[config.mk]
export PLATFORM = sky130hd
export DESIGN_NAME = railMapColorMapper
export DESIGN_NICKNAME = d
export VERILOG_FILES = /design/src/source/railMapPkg.sv /design/src/source/colorPriority.sv /design/src/source/markerRenderer.sv /design/src/source/railMapColorMapper.sv /design/src/source/routeOverlay.sv /design/src/source/stationLocator.sv
export VERILOG_INCLUDE_DIRS = /design/src /design/src/source
export SDC_FILE = /design/constraint.sdc
export NUM_CORES = 1
export LEC_CHECK = 0
export ABC_CLOCK_PERIOD_IN_PS = 3100
export BUFFER_PORTS_ARGS = -buffer_cell sky130_fd_sc_hd__buf_2
export CELL_PAD_IN_SITES_DETAIL_PLACEMENT = 1
export CELL_PAD_IN_SITES_GLOBAL_PLACEMENT = 1
export CORE_AREA = 4 4 129 131
export DETAILED_ROUTE_END_ITERATION = 16
export DIE_AREA = 0 0 133 135
export GPL_TIMING_DRIVEN = 0
export PLACE_DENSITY_LB_ADDON = 0.1
export SETUP_SLACK_MARGIN = 0.4
export SLEW_MARGIN = 20
export SYNTH_ARGS = -nofsm -noshare
export SYNTH_HDL_FRONTEND = slang
export SYNTH_SLANG_ARGS = --single-unit
[constraint.sdc]
create_clock -name Clk -period 3.1 [get_ports Clk]
set_clock_uncertainty 0.15 [all_clocks]
set_input_delay 0.62 -clock Clk [delete_from_list [all_inputs] [get_ports Clk]]
set_output_delay 0.62 -clock Clk [all_outputs]
set_load 0.03 [all_outputs]
[src/source/rail_map_defines.svh]
/*
 Sizes for the rail-map colour stage. Coordinates assume a 640x480 map
 that fits in 10 bits. Station ids run 1 to RM_NUM_STATIONS, 0 is none.
*/
`ifndef RAIL_MAP_DEFINES_SVH
`define RAIL_MAP_DEFINES_SVH

// ----------------------------------------------------------------------
// Data widths
// ----------------------------------------------------------------------
`define RM_COORD_W        10    // Screen x or y
`define RM_CHANNEL_W      8     // One VGA colour channel
`define RM_STATION_ID_W   4     // Holds ids 0..15

// ----------------------------------------------------------------------
// Table sizes
// ----------------------------------------------------------------------
`define RM_NUM_STATIONS   12
`define RM_NUM_SEGMENTS   16    // One rectangle per route bit

// ----------------------------------------------------------------------
// Window half-widths in pixels
// ----------------------------------------------------------------------
// Marker is a 3x3 square around the station centre
`define RM_MARKER_RADIUS  1
`define RM_HOVER_RADIUS   1     // Cursor snap window

`endif

[src/source/railMapPkg.sv]
/*
 Shared types and the station centre table. Ids above 12 and id 0
 return (0,0), so callers must qualify the id themselves.
*/
`include "rail_map_defines.svh"

package railMapPkg;

    typedef logic [`RM_COORD_W-1:0]      coordT;
    typedef logic [`RM_CHANNEL_W-1:0]    channelT;
    typedef logic [`RM_STATION_ID_W-1:0] stationIdT;   // 0 means none
    typedef logic [`RM_NUM_SEGMENTS-1:0] routeMaskT;
    typedef logic [1:0]                  layerCodeT;   // Background class from sprite logic

    typedef struct packed {
        coordT x;
        coordT y;
    } pixelT;

    typedef struct packed {
        channelT red;
        channelT green;
        channelT blue;
    } rgbT;

    typedef struct packed {
        stationIdT beginStation;
        stationIdT endStation;
        routeMaskT routeMask;
    } sceneT;

    typedef struct packed {
        logic startHit;
        logic endHit;
        logic routeHit;
    } layerHitsT;

    // Centre pixel of each station on the map image
    function automatic pixelT stationCenter(stationIdT id);
        case (id)
            4'd1:    return '{10'd569, 10'd97};
            4'd2:    return '{10'd563, 10'd125};
            4'd3:    return '{10'd547, 10'd160};
            4'd4:    return '{10'd465, 10'd186};
            4'd5:    return '{10'd478, 10'd199};
            4'd6:    return '{10'd489, 10'd229};
            4'd7:    return '{10'd527, 10'd235};
            4'd8:    return '{10'd530, 10'd301};
            4'd9:    return '{10'd520, 10'd311};
            4'd10:   return '{10'd537, 10'd317};
            4'd11:   return '{10'd511, 10'd375};
            4'd12:   return '{10'd494, 10'd388};
            default: return '{10'd0, 10'd0};     // No station
        endcase
    endfunction

endpackage

[src/source/colorPriority.sv]
/*
 Two-stage colour pipeline. rgb trails the classification inputs by two
 clocks and reads 0 until the first post-reset pixel reaches stage 2.
*/
`timescale 1ns/1ns

module colorPriority
(
    input  logic                  Clk,
    input  logic                  rstN,
    input  railMapPkg::layerHitsT hits,
    input  railMapPkg::layerCodeT pageLayer,
    input  railMapPkg::layerCodeT mapLayer,
    input  logic                  mapPage,
    input  logic                  mouseHit,
    output railMapPkg::rgbT       rgb
);

    // ------------------------------------------------------------------
    // Palette
    // ------------------------------------------------------------------
    localparam railMapPkg::rgbT goldColor  = '{8'd255, 8'd215, 8'd0};   // Mouse cursor
    localparam railMapPkg::rgbT blackColor = '{8'd0,   8'd0,   8'd0};
    localparam railMapPkg::rgbT redColor   = '{8'd255, 8'd0,   8'd0};   // Start station
    localparam railMapPkg::rgbT cyanColor  = '{8'd0,   8'd255, 8'd255}; // End station
    localparam railMapPkg::rgbT whiteColor = '{8'd255, 8'd255, 8'd255};
    localparam railMapPkg::rgbT landColor  = '{8'd85,  8'd109, 8'd75};
    localparam railMapPkg::rgbT blueColor  = '{8'd0,   8'd0,   8'd255}; // Highlighted route
    localparam railMapPkg::rgbT pinkColor  = '{8'd255, 8'd195, 8'd195}; // Info panel

    // Start page colours by pageLayer
    localparam railMapPkg::rgbT pagePalette [4] = '{
        '{8'd109, 8'd179, 8'd89},
        '{8'd247, 8'd248, 8'd250},
        '{8'd217, 8'd245, 8'd248},
        '{8'd27,  8'd55,  8'd73}
    };

    logic                  stage1Valid;     // Low until a real pixel is in stage 1
    railMapPkg::layerHitsT hitsQ;
    railMapPkg::layerCodeT pageLayerQ;
    railMapPkg::layerCodeT mapLayerQ;
    logic                  mapPageQ;
    logic                  mouseHitQ;
    railMapPkg::rgbT       colorNext;

    // ------------------------------------------------------------------
    // Stage 1
    // ------------------------------------------------------------------
    always_ff @(posedge Clk or negedge rstN)
    begin
        if (!rstN)
            stage1Valid <= 1'b0;
        else
            stage1Valid <= 1'b1;
    end

    always_ff @(posedge Clk)
    begin
        hitsQ      <= hits;
        pageLayerQ <= pageLayer;
        mapLayerQ  <= mapLayer;
        mapPageQ   <= mapPage;
        mouseHitQ  <= mouseHit;
    end

    // ------------------------------------------------------------------
    // Stage 2
    // ------------------------------------------------------------------
    always_comb
    begin
        if (mouseHitQ)
            colorNext = goldColor;
        else if (!mapPageQ)
            colorNext = pagePalette[pageLayerQ];
        else
        begin
            case (mapLayerQ)
                2'd0:
                begin
                    colorNext = blackColor;
                    if (hitsQ.startHit)
                        colorNext = redColor;
                    if (hitsQ.endHit)
                        colorNext = cyanColor;     // End drawn over start
                end
                2'd1:    colorNext = whiteColor;
                2'd2:    colorNext = hitsQ.routeHit ? blueColor : landColor;
                default: colorNext = pinkColor;
            endcase
        end
    end

    always_ff @(posedge Clk or negedge rstN)
    begin
        if (!rstN)
            rgb <= '0;
        else
            rgb <= stage1Valid ? colorNext : '0;
    end

endmodule

[src/source/markerRenderer.sv]
/*
 Flags pixels inside the start or end station marker. Purely
 combinational. An id of 0 never draws a marker.
*/
`timescale 1ns/1ns
`include "rail_map_defines.svh"

module markerRenderer
(
    input  railMapPkg::pixelT pixel,
    input  railMapPkg::sceneT scene,
    output logic              startHit,
    output logic              endHit
);

    railMapPkg::pixelT beginCenter;
    railMapPkg::pixelT endCenter;

    // True when p lies in the square marker around c
    function automatic logic nearCenter(railMapPkg::pixelT p, railMapPkg::pixelT c);
        logic inX;
        logic inY;

        inX = (int'(p.x) >= int'(c.x) - `RM_MARKER_RADIUS) &&
              (int'(p.x) <= int'(c.x) + `RM_MARKER_RADIUS);
        inY = (int'(p.y) >= int'(c.y) - `RM_MARKER_RADIUS) &&
              (int'(p.y) <= int'(c.y) + `RM_MARKER_RADIUS);
        return inX && inY;
    endfunction

    // ------------------------------------------------------------------
    // Centre lookup
    // ------------------------------------------------------------------
    assign beginCenter = railMapPkg::stationCenter(scene.beginStation);
    assign endCenter   = railMapPkg::stationCenter(scene.endStation);

    // ------------------------------------------------------------------
    // Hit tests
    // ------------------------------------------------------------------
    // Id 0 maps to (0,0) and must not paint the corner
    assign startHit = (scene.beginStation != '0) && nearCenter(pixel, beginCenter);
    assign endHit   = (scene.endStation != '0) && nearCenter(pixel, endCenter);

endmodule

[src/source/railMapColorMapper.sv]
/*
 Pixel colour stage of the rail map. rgb is valid two clocks after its
 inputs are sampled; hoverStation one clock after cursor.
*/
`timescale 1ns/1ns

module railMapColorMapper
(
    input  logic                  Clk,
    input  logic                  rstN,
    input  railMapPkg::pixelT     pixel,
    input  railMapPkg::layerCodeT pageLayer,
    input  railMapPkg::layerCodeT mapLayer,
    input  logic                  mapPage,
    input  logic                  mouseHit,
    input  railMapPkg::pixelT     cursor,
    input  railMapPkg::sceneT     scene,
    output railMapPkg::rgbT       rgb,
    output railMapPkg::stationIdT hoverStation
);

    logic                  startHit;
    logic                  endHit;
    logic                  routeHit;
    railMapPkg::layerHitsT hits;

    stationLocator uLocator (.Clk, .rstN, .cursor, .hoverStation);

    markerRenderer uMarker (.pixel, .scene, .startHit, .endHit);

    routeOverlay uRoute (.pixel, .routeMask(scene.routeMask), .routeHit);

    assign hits = '{startHit, endHit, routeHit};

    colorPriority uPriority (
        .Clk, .rstN, .hits, .pageLayer, .mapLayer, .mapPage, .mouseHit, .rgb
    );

endmodule

[src/source/routeOverlay.sv]
/*
 Route highlighting with one inclusive rectangle per segment. Bit i of
 routeMask enables segment i. Combinational, no latency.
*/
`timescale 1ns/1ns
`include "rail_map_defines.svh"

module routeOverlay
(
    input  railMapPkg::pixelT     pixel,
    input  railMapPkg::routeMaskT routeMask,
    output logic                  routeHit
);

    // ------------------------------------------------------------------
    // Segment table, each row is xLo, xHi, yLo, yHi
    // ------------------------------------------------------------------
    localparam railMapPkg::coordT segTable [`RM_NUM_SEGMENTS][4] = '{
        '{10'd563, 10'd569, 10'd97,  10'd125},  // Stn 1 to 2
        '{10'd547, 10'd563, 10'd125, 10'd160},  // Stn 2 to 3
        '{10'd497, 10'd545, 10'd153, 10'd160},  // Stn 3 towards 4
        '{10'd465, 10'd478, 10'd188, 10'd199},  // Stn 4 to 5
        '{10'd477, 10'd479, 10'd199, 10'd219},  // Stn 5 south
        '{10'd478, 10'd489, 10'd219, 10'd229},  // Into stn 6
        '{10'd492, 10'd520, 10'd228, 10'd230},  // Stn 6 towards 7
        '{10'd491, 10'd511, 10'd231, 10'd284},  // Stn 6 south
        '{10'd501, 10'd529, 10'd285, 10'd299},  // Into stn 8
        '{10'd521, 10'd529, 10'd302, 10'd311},  // Stn 8 to 9
        '{10'd520, 10'd535, 10'd313, 10'd318},  // Stn 9 to 10
        '{10'd529, 10'd536, 10'd319, 10'd349},  // Stn 10 south
        '{10'd496, 10'd509, 10'd375, 10'd388},  // Stn 11 to 12
        '{10'd437, 10'd492, 10'd389, 10'd414},  // Stn 12 south-west
        '{10'd450, 10'd492, 10'd343, 10'd388},  // Stn 12 north-west
        '{10'd436, 10'd436, 10'd418, 10'd421}   // Single-column stub
    };

    localparam int xLo = 0;
    localparam int xHi = 1;
    localparam int yLo = 2;
    localparam int yHi = 3;

    logic [`RM_NUM_SEGMENTS-1:0] onSegment;

    // ------------------------------------------------------------------
    // Per-segment rectangle test
    // ------------------------------------------------------------------
    for (genvar i = 0; i < `RM_NUM_SEGMENTS; i++)
    begin : gSegment
        logic insideRect;

        assign insideRect = (pixel.x >= segTable[i][xLo]) &&
                            (pixel.x <= segTable[i][xHi]) &&
                            (pixel.y >= segTable[i][yLo]) &&
                            (pixel.y <= segTable[i][yHi]);

        assign onSegment[i] = routeMask[i] && insideRect;   // Masked off segments stay land
    end

    // Any enabled segment under the pixel
    assign routeHit = |onSegment;

endmodule

[src/source/stationLocator.sv]
/*
 Reports the station under the cursor, one cycle after the cursor is
 sampled. Overlapping windows resolve to the highest id.
*/
`timescale 1ns/1ns
`include "rail_map_defines.svh"

module stationLocator
(
    input  logic                  Clk,
    input  logic                  rstN,
    input  railMapPkg::pixelT     cursor,
    output railMapPkg::stationIdT hoverStation
);

    logic [`RM_NUM_STATIONS:1] inWindow;    // Bit i set when cursor is near station i
    railMapPkg::stationIdT     hoverNext;

    // ------------------------------------------------------------------
    // Per-station window test
    // ------------------------------------------------------------------
    for (genvar i = 1; i <= `RM_NUM_STATIONS; i++)
    begin : gWindow
        railMapPkg::pixelT center;

        assign center = railMapPkg::stationCenter(railMapPkg::stationIdT'(i));

        // Signed compare so a centre near 0 does not wrap
        assign inWindow[i] =
            (int'(cursor.x) >= int'(center.x) - `RM_HOVER_RADIUS) &&
            (int'(cursor.x) <= int'(center.x) + `RM_HOVER_RADIUS) &&
            (int'(cursor.y) >= int'(center.y) - `RM_HOVER_RADIUS) &&
            (int'(cursor.y) <= int'(center.y) + `RM_HOVER_RADIUS);
    end

    // Ascending scan, so a later (higher) id overrides
    always_comb
    begin
        hoverNext = '0;
        for (int i = 1; i <= `RM_NUM_STATIONS; i++)
        begin
            if (inWindow[i])
            begin
                hoverNext = railMapPkg::stationIdT'(i);
            end
        end
    end

    // ------------------------------------------------------------------
    // Output register
    // ------------------------------------------------------------------
    always_ff @(posedge Clk or negedge rstN)
    begin
        if (!rstN)
        begin
            hoverStation <= '0;
        end
        else
        begin
            hoverStation <= hoverNext;
        end
    end

endmodule
Word level (Yosys, flattened, before mapping)

Memory sizes are Yosys's and may differ from the RTL's.
Index checks and enable logic that the tools add are counted.

Mux-type cells: 22
Equal/unequal tests: 2
Bitwise operators: 1
Order comparisons: 117
$add $sub $neg: 8
Reduce and logical (&&, ||, !) cells: 112

Operator list:

| operator                                                            | number |
|---|---|
| greater-or-equal comparator 10 x 9 -> 1 bit (second input constant) | 29 |
| <= comparator 10 x 9 -> 1 bit (second input constant)               | 24 |
| 2-to-1 mux 24 bit                                                   | 7 |
| <= comparator 10 bit (second input constant)                        | 15 |
| greater-or-equal comparator 11 x 32 -> 1 bit                        | 4 |
| <= comparator 11 x 32 -> 1 bit                                      | 4 |
| greater-or-equal comparator 10 bit (second input constant)          | 12 |
| greater-or-equal comparator 10 x 8 -> 1 bit (second input constant) | 11 |
| logical AND 1 bit                                                   | 108 |
| <= comparator 10 x 8 -> 1 bit (second input constant)               | 10 |
| one-hot mux 24 bit (3 select lines)                                 | 1 |
| binary-select mux 24 bit (select 2 bit)                             | 1 |
| adder 10 x 1 -> 11 bit (second input constant)                      | 4 |
| 2-to-1 mux 4 bit                                                    | 11 |
| subtractor 10 x 1 -> 11 bit (second input constant)                 | 4 |
| greater-or-equal comparator 10 x 7 -> 1 bit (second input constant) | 4 |
| <= comparator 10 x 7 -> 1 bit (second input constant)               | 3 |
| 2-to-1 mux 23 bit                                                   | 1 |
| OR reduction 16 bit                                                 | 1 |
| nonzero test 4 bit                                                  | 2 |
| greater-or-equal comparator 3 bit (second input constant)           | 1 |
| NOT 2 -> 3 bit                                                      | 1 |
| equality test 2 x 1 -> 1 bit (second input constant)                | 1 |
| equality test 2 bit (second input constant)                         | 1 |
| other kinds (2)                                                     | 2 |

Logic and storage cells: 276
Register bits after elaboration: 38
Bits in read-only memories: 608
Input port bits: 72
Output and inout bits: 28
Memories kept: 2

Memories:

| memory          | depth | width | rd ports | clocked after Yosys merged registers in | wr ports | line             | RTL |
|---|---|---|---|---|---|---|---|
| (no name shown) | 16    | 19    | 1        | 0                                       | 0        | railMapPkg.sv:40 | `case (id)` |
| (no name shown) | 16    | 19    | 1        | 0                                       | 0        | railMapPkg.sv:40 |  |

Depth between registers and ports, before layout

Depth in word-level cells: 16
Gate-level depth with buffers: 19
Gate-level depth less buffers: 18

Modules after synthesis

A second synthesis with hierarchy kept.

Cells, all modules: 911
Area, all modules: 7,044.3 um2

By module, submodules not included:

| module         | cells each | times used | area each (um2) |
|---|---|---|---|
| markerRenderer | 524        | 1          | 3,873.7 |
| colorPriority  | 110        | 1          | 1,345.0 |
| routeOverlay   | 172        | 1          | 1,054.8 |
| stationLocator | 105        | 1          | 770.7 |

Worst setup path after synthesis

No wires, ideal clock.

Kind: input to register
Start: input port scene[21] (netlist bit)
End: register uPriority.hitsQ[2] (netlist bit)
Data arrival time: 3.772 ns
Stages on the path: 16
Setup slack: -0.925 ns
Path through: clkbuf_1 -> inv_1 -> ha_1 -> inv_1 -> mux2_2 -> o22a_1 -> nor3_1 -> nand2b_1 -> nor2b_1 -> ha_1 -> and3_1 -> nand3_1 -> a211oi_1 -> a2111oi_0 -> o21ai_0 -> a2111oi_2

Cells in the longest elaborated chain, start to end: 6
Elaborated cells on any way between the ends: 14

RTL lines:

| element                                                                                                         | line                                       | RTL |
|---|---|---|
| start, declared                                                                                                 | railMapColorMapper.sv:17                   | `input railMapPkg::sceneT scene,` |
| memory (16 x 19 bit)                                                                                            | n/a                                        |  |
| subtractor 10 x 1 -> 11 bit (no line) / adder 10 x 1 -> 11 bit (equally long branches)                          | n/a                                        |  |
| greater-or-equal comparator 11 x 32 -> 1 bit (no line) / <= comparator 11 x 32 -> 1 bit (equally long branches) | n/a                                        |  |
| logical AND 1 bit, on equally long branches                                                                     | markerRenderer.sv:24, markerRenderer.sv:26 |  |
| logical AND 1 bit                                                                                               | markerRenderer.sv:28                       | `return inX && inY;` |
| logical AND 1 bit *                                                                                             | markerRenderer.sv:41                       | `assign startHit = (scene.beginStation != '0) && nearCenter(pixel, beginCenter);` |
| net startHit                                                                                                    | railMapColorMapper.sv:22                   | `logic startHit;` |
| end signal, assigned                                                                                            | colorPriority.sv:60                        | `hitsQ <= hits;` |
| end, declared                                                                                                   | colorPriority.sv:40                        | `railMapPkg::layerHitsT hitsQ;` |

Mark *: on every way through the listed nets, which the timed path passes. The rest lies on a longest branch.

Worst setup path after layout

Start: input port scene[20] (netlist bit)
End: register uPriority.hitsQ[2] (netlist bit)

Same word-level chain as after synthesis.

==> run metrics <==
die height=135 µm; Synth Register Bits=38; slack of the critical path=-594.4 ps; CTS tree=done; crit-path max cell delay=roughly 380 ps; Worst-path clk slew=roughly 60 ps; post-DP HPWL=~19,000 µm; met1 WL=around 12,000 µm; GR Overflow Total=0; worst vdd ir=221.7 µV; diode count=0; Tmin final=around 3700 ps; pin count of the biggest net entering global routing=30; first-pass GRT wire length=approximately 41,000 µm; status=complete, but fails checks; drt pass-1 iters=5; Max Root-Sink Buffers=2; Skew-Pair Late Insertion Delay=280 ps; pre-CTS setup slack=-1153 ps; reg2reg start=uPriority.mapLayerQ[0]$_DFF_P_; number of global-route vias before repair=7,835; H-tree Lvls=2; mapped cell area=6918 µm²; Slew Limit Fails=0; Cells after DPL=between 1,000 and 1,500; Post-layout nets=around 1,200; register area share after synthesis=between 10% and 20%; # port buffers=94; ys async rst share=76.32%; Global Route Usage Sum=between 20% and 30%; Critical Path Start=scene[20]; clk root buf=clkbuf_16; drt initial violations=between 500 and 600; drt drc=0; commonest cells in the netlist=ha_1 (101), nor2_1 (73), a21oi_1 (69); CTS Buf Count=5; Fmax=roughly 0.27 GHz; failing checks=setup timing; top cell type's share of synthesized area=approximately 18%; # clock sinks=38; via density per instance=approximately 6.2; normalized max-slew margin=42.62%; die width=133 µm; Synth area leader=ha_1; Worst setup SP type=input port; die area=about 18,000 µm²; max cap viols=0; Routed Antenna Nets=0; final wirelength=27,320 µm; Initial Util=~44%; RSZ-0062 raised after global routing=yes; IO Pins=100; Final Power=between 2 and 3 mW; CP required=~3100 ps; pwr/cell area=between 200 and 300 nW/µm²; EDFF count, synth=0; WS Path Type=input port to register; CP max-delay cell=a2111oi_2; Synth Instances=about 920; Post-DP Area=7831 µm²; Top cell by count, worst path=a211oi_2; metal3 WL=between 1000 and 1500 µm; Synth Flop Type=dfrtp_1; period utilisation layout=119.2%; final setup vio count=2; # rows=46; actual slew at the worst max-slew pin=~850 ps; crit end category=register; top-count cell post-synth=ha_1; critical path arrival=roughly 3700 ps; Core Box Area=roughly 16,000 µm²; Finished Cell Area=between 9000 and 10,000 µm²; Final Wtd Congestion=0.8853; Syn-to-layout area delta=32.84%; uppermost routed layer=met4; layout cells sized above 1=a little under a third; met2 WL=between 10,000 and 15,000 µm; final hold vios=0; initial antenna violation count=0; final cell count without fillers=~1,300; Synth Area per Inst=between 7 and 8 µm²; Hold Path Class=input port to asynchronous set/reset pin; Cell Chain, Critical Path=buf_12 -> clkinvlp_4 -> ha_4 -> buf_6 -> mux2i_4 -> a21o_1 -> a211oi_2 -> o211ai_1 -> a211oi_2 -> xor2_1 -> ha_1 -> o21a_1 -> o21ai_1 -> a21oi_1 -> nor3_2 -> a2111oi_2; largest cells by area after synthesis=ha_1 (18%), dfrtp_1 (10%), a21oi_1 (5.0%); routed vias=between 7,000 and 8,000; post-DR wirelength/cell=21.19 µm; Yosys cell types=81; worst-path fanout max=4; Synthesis Warnings=0; LEAKAGE=around 4 nW; setup TNS=-998.6 ps
[metrics by stage]
stage	hold WS, ps	util, %
floorplan	174.4	-
finish	209.3	58.92
detailed placement	449.2	50.21
global placement	427.7	50.21
global route	267.6	58.92
CTS	235.7	54.89
[repair_timing]
| action | CTS | global route |
|---|---|---|
| hold buffers | 0 | 0 |
| setup buffers | 27 | 25 |
| hold endpoints to repair | 0 | 0 |
| pin swaps | 31 | 50 |
| gates resized for setup | 93 | 125 |
| endpoints found under the setup margin | 3 | 3 |
[layer usage]
layer  track usage (%)  vias to the layer above
met5                 0                        -
met4             6.524                        0
met3             2.422                       57
met2             48.84                      268
met1             35.48                     3902
li1                  -                     3758
[state kept, by name, indices dropped and copies added (netlist names)]
| register | count |
|---|---|
| uPriority.mapPageQ | 1 |
| uLocator.hoverStation | 4 |
| uPriority.rgb | 24 |
| uPriority.mouseHitQ | 1 |
| uPriority.mapLayerQ | 2 |
| uPriority.hitsQ | 3 |
| uPriority.stage1Valid | 1 |
| uPriority.pageLayerQ | 2 |
[worst paths after layout]
path	endpoint	slack, ps	cells after the start
max reg2reg	uPriority.rgb[18]$_DFF_PN0_	1280	6
max in group asynchronous	uLocator.hoverStation[2]$_DFF_PN0_	2170	1
max	uPriority.hitsQ[2]$_DFF_P_	-590	16
min in group Clk	uPriority.pageLayerQ[1]$_DFF_P_	290	1
min	uPriority.rgb[11]$_DFF_PN0_	210	1
min reg2reg	uPriority.rgb[12]$_DFF_PN0_	460	1
[cells in the final DEF (no fill, tap or decap), types with 18 or more instances in the layout]
cell type	synthesis	layout
o21a_1	21	21
o21ai_0	44	36
nand2_1	58	56
clkbuf_1	36	19
ha_1	101	87
a21oi_1	69	61
dfrtp_1	29	29
nor2_1	73	68
inv_1	48	37
nand3_1	27	21
xnor2_1	19	18
nor2b_1	25	22
nand4_1	25	25
buf_2	13	87
nand2b_1	31	24
buf_4	3	57
[critical path, delay by kind of cell]
family / cells / cell delay (ps)
muxes: 1 / 80
adders and majority gates: 2 / 630
xor gates and xnor gates: 1 / 120
and+or+nand+nor: 1 / 80
AOI/OAI and AO/OA: 8 / 1840
buffers and inverters: 3 / 330
[area by class of cell]
class	instances	area (µm²)
plain buffers	53	401.6
clock buffers	6	138.9
clock inverters	2	12.51
fillers	1908	6407
inverters	49	205.2
multi-input cells	779	6320
flip-flops and latches	38	905.9
well taps	216	270.3
repair buffers	146	935.9
[cells by family after synthesis]
family / after synthesis / share of synthesized area (%)
AO/OA/AOI/OAI: 269 / 26.84
other: 1 / 0.05421
AND/OR/NAND/NOR: 356 / 28.40
multiplexers: 17 / 3.219
adder cells (fa/ha/maj): 102 / 18.41
flip-flops: 38 / 13.09
buffers and inverters: 102 / 5.932
XOR/XNOR: 32 / 4.051
[report_power, final]
| part | leakage (nW) | total [mW] | internal (mW) | switching, mW |
|---|---|---|---|---|
| registers | 0.448 | 0.535 | 0.523 | 0.0123 |
| clock network | 0.0729 | 0.511 | 0.318 | 0.193 |
| logic | 3.41 | 1.50 | 0.628 | 0.874 |
Power figures use the tool's default switching activity.
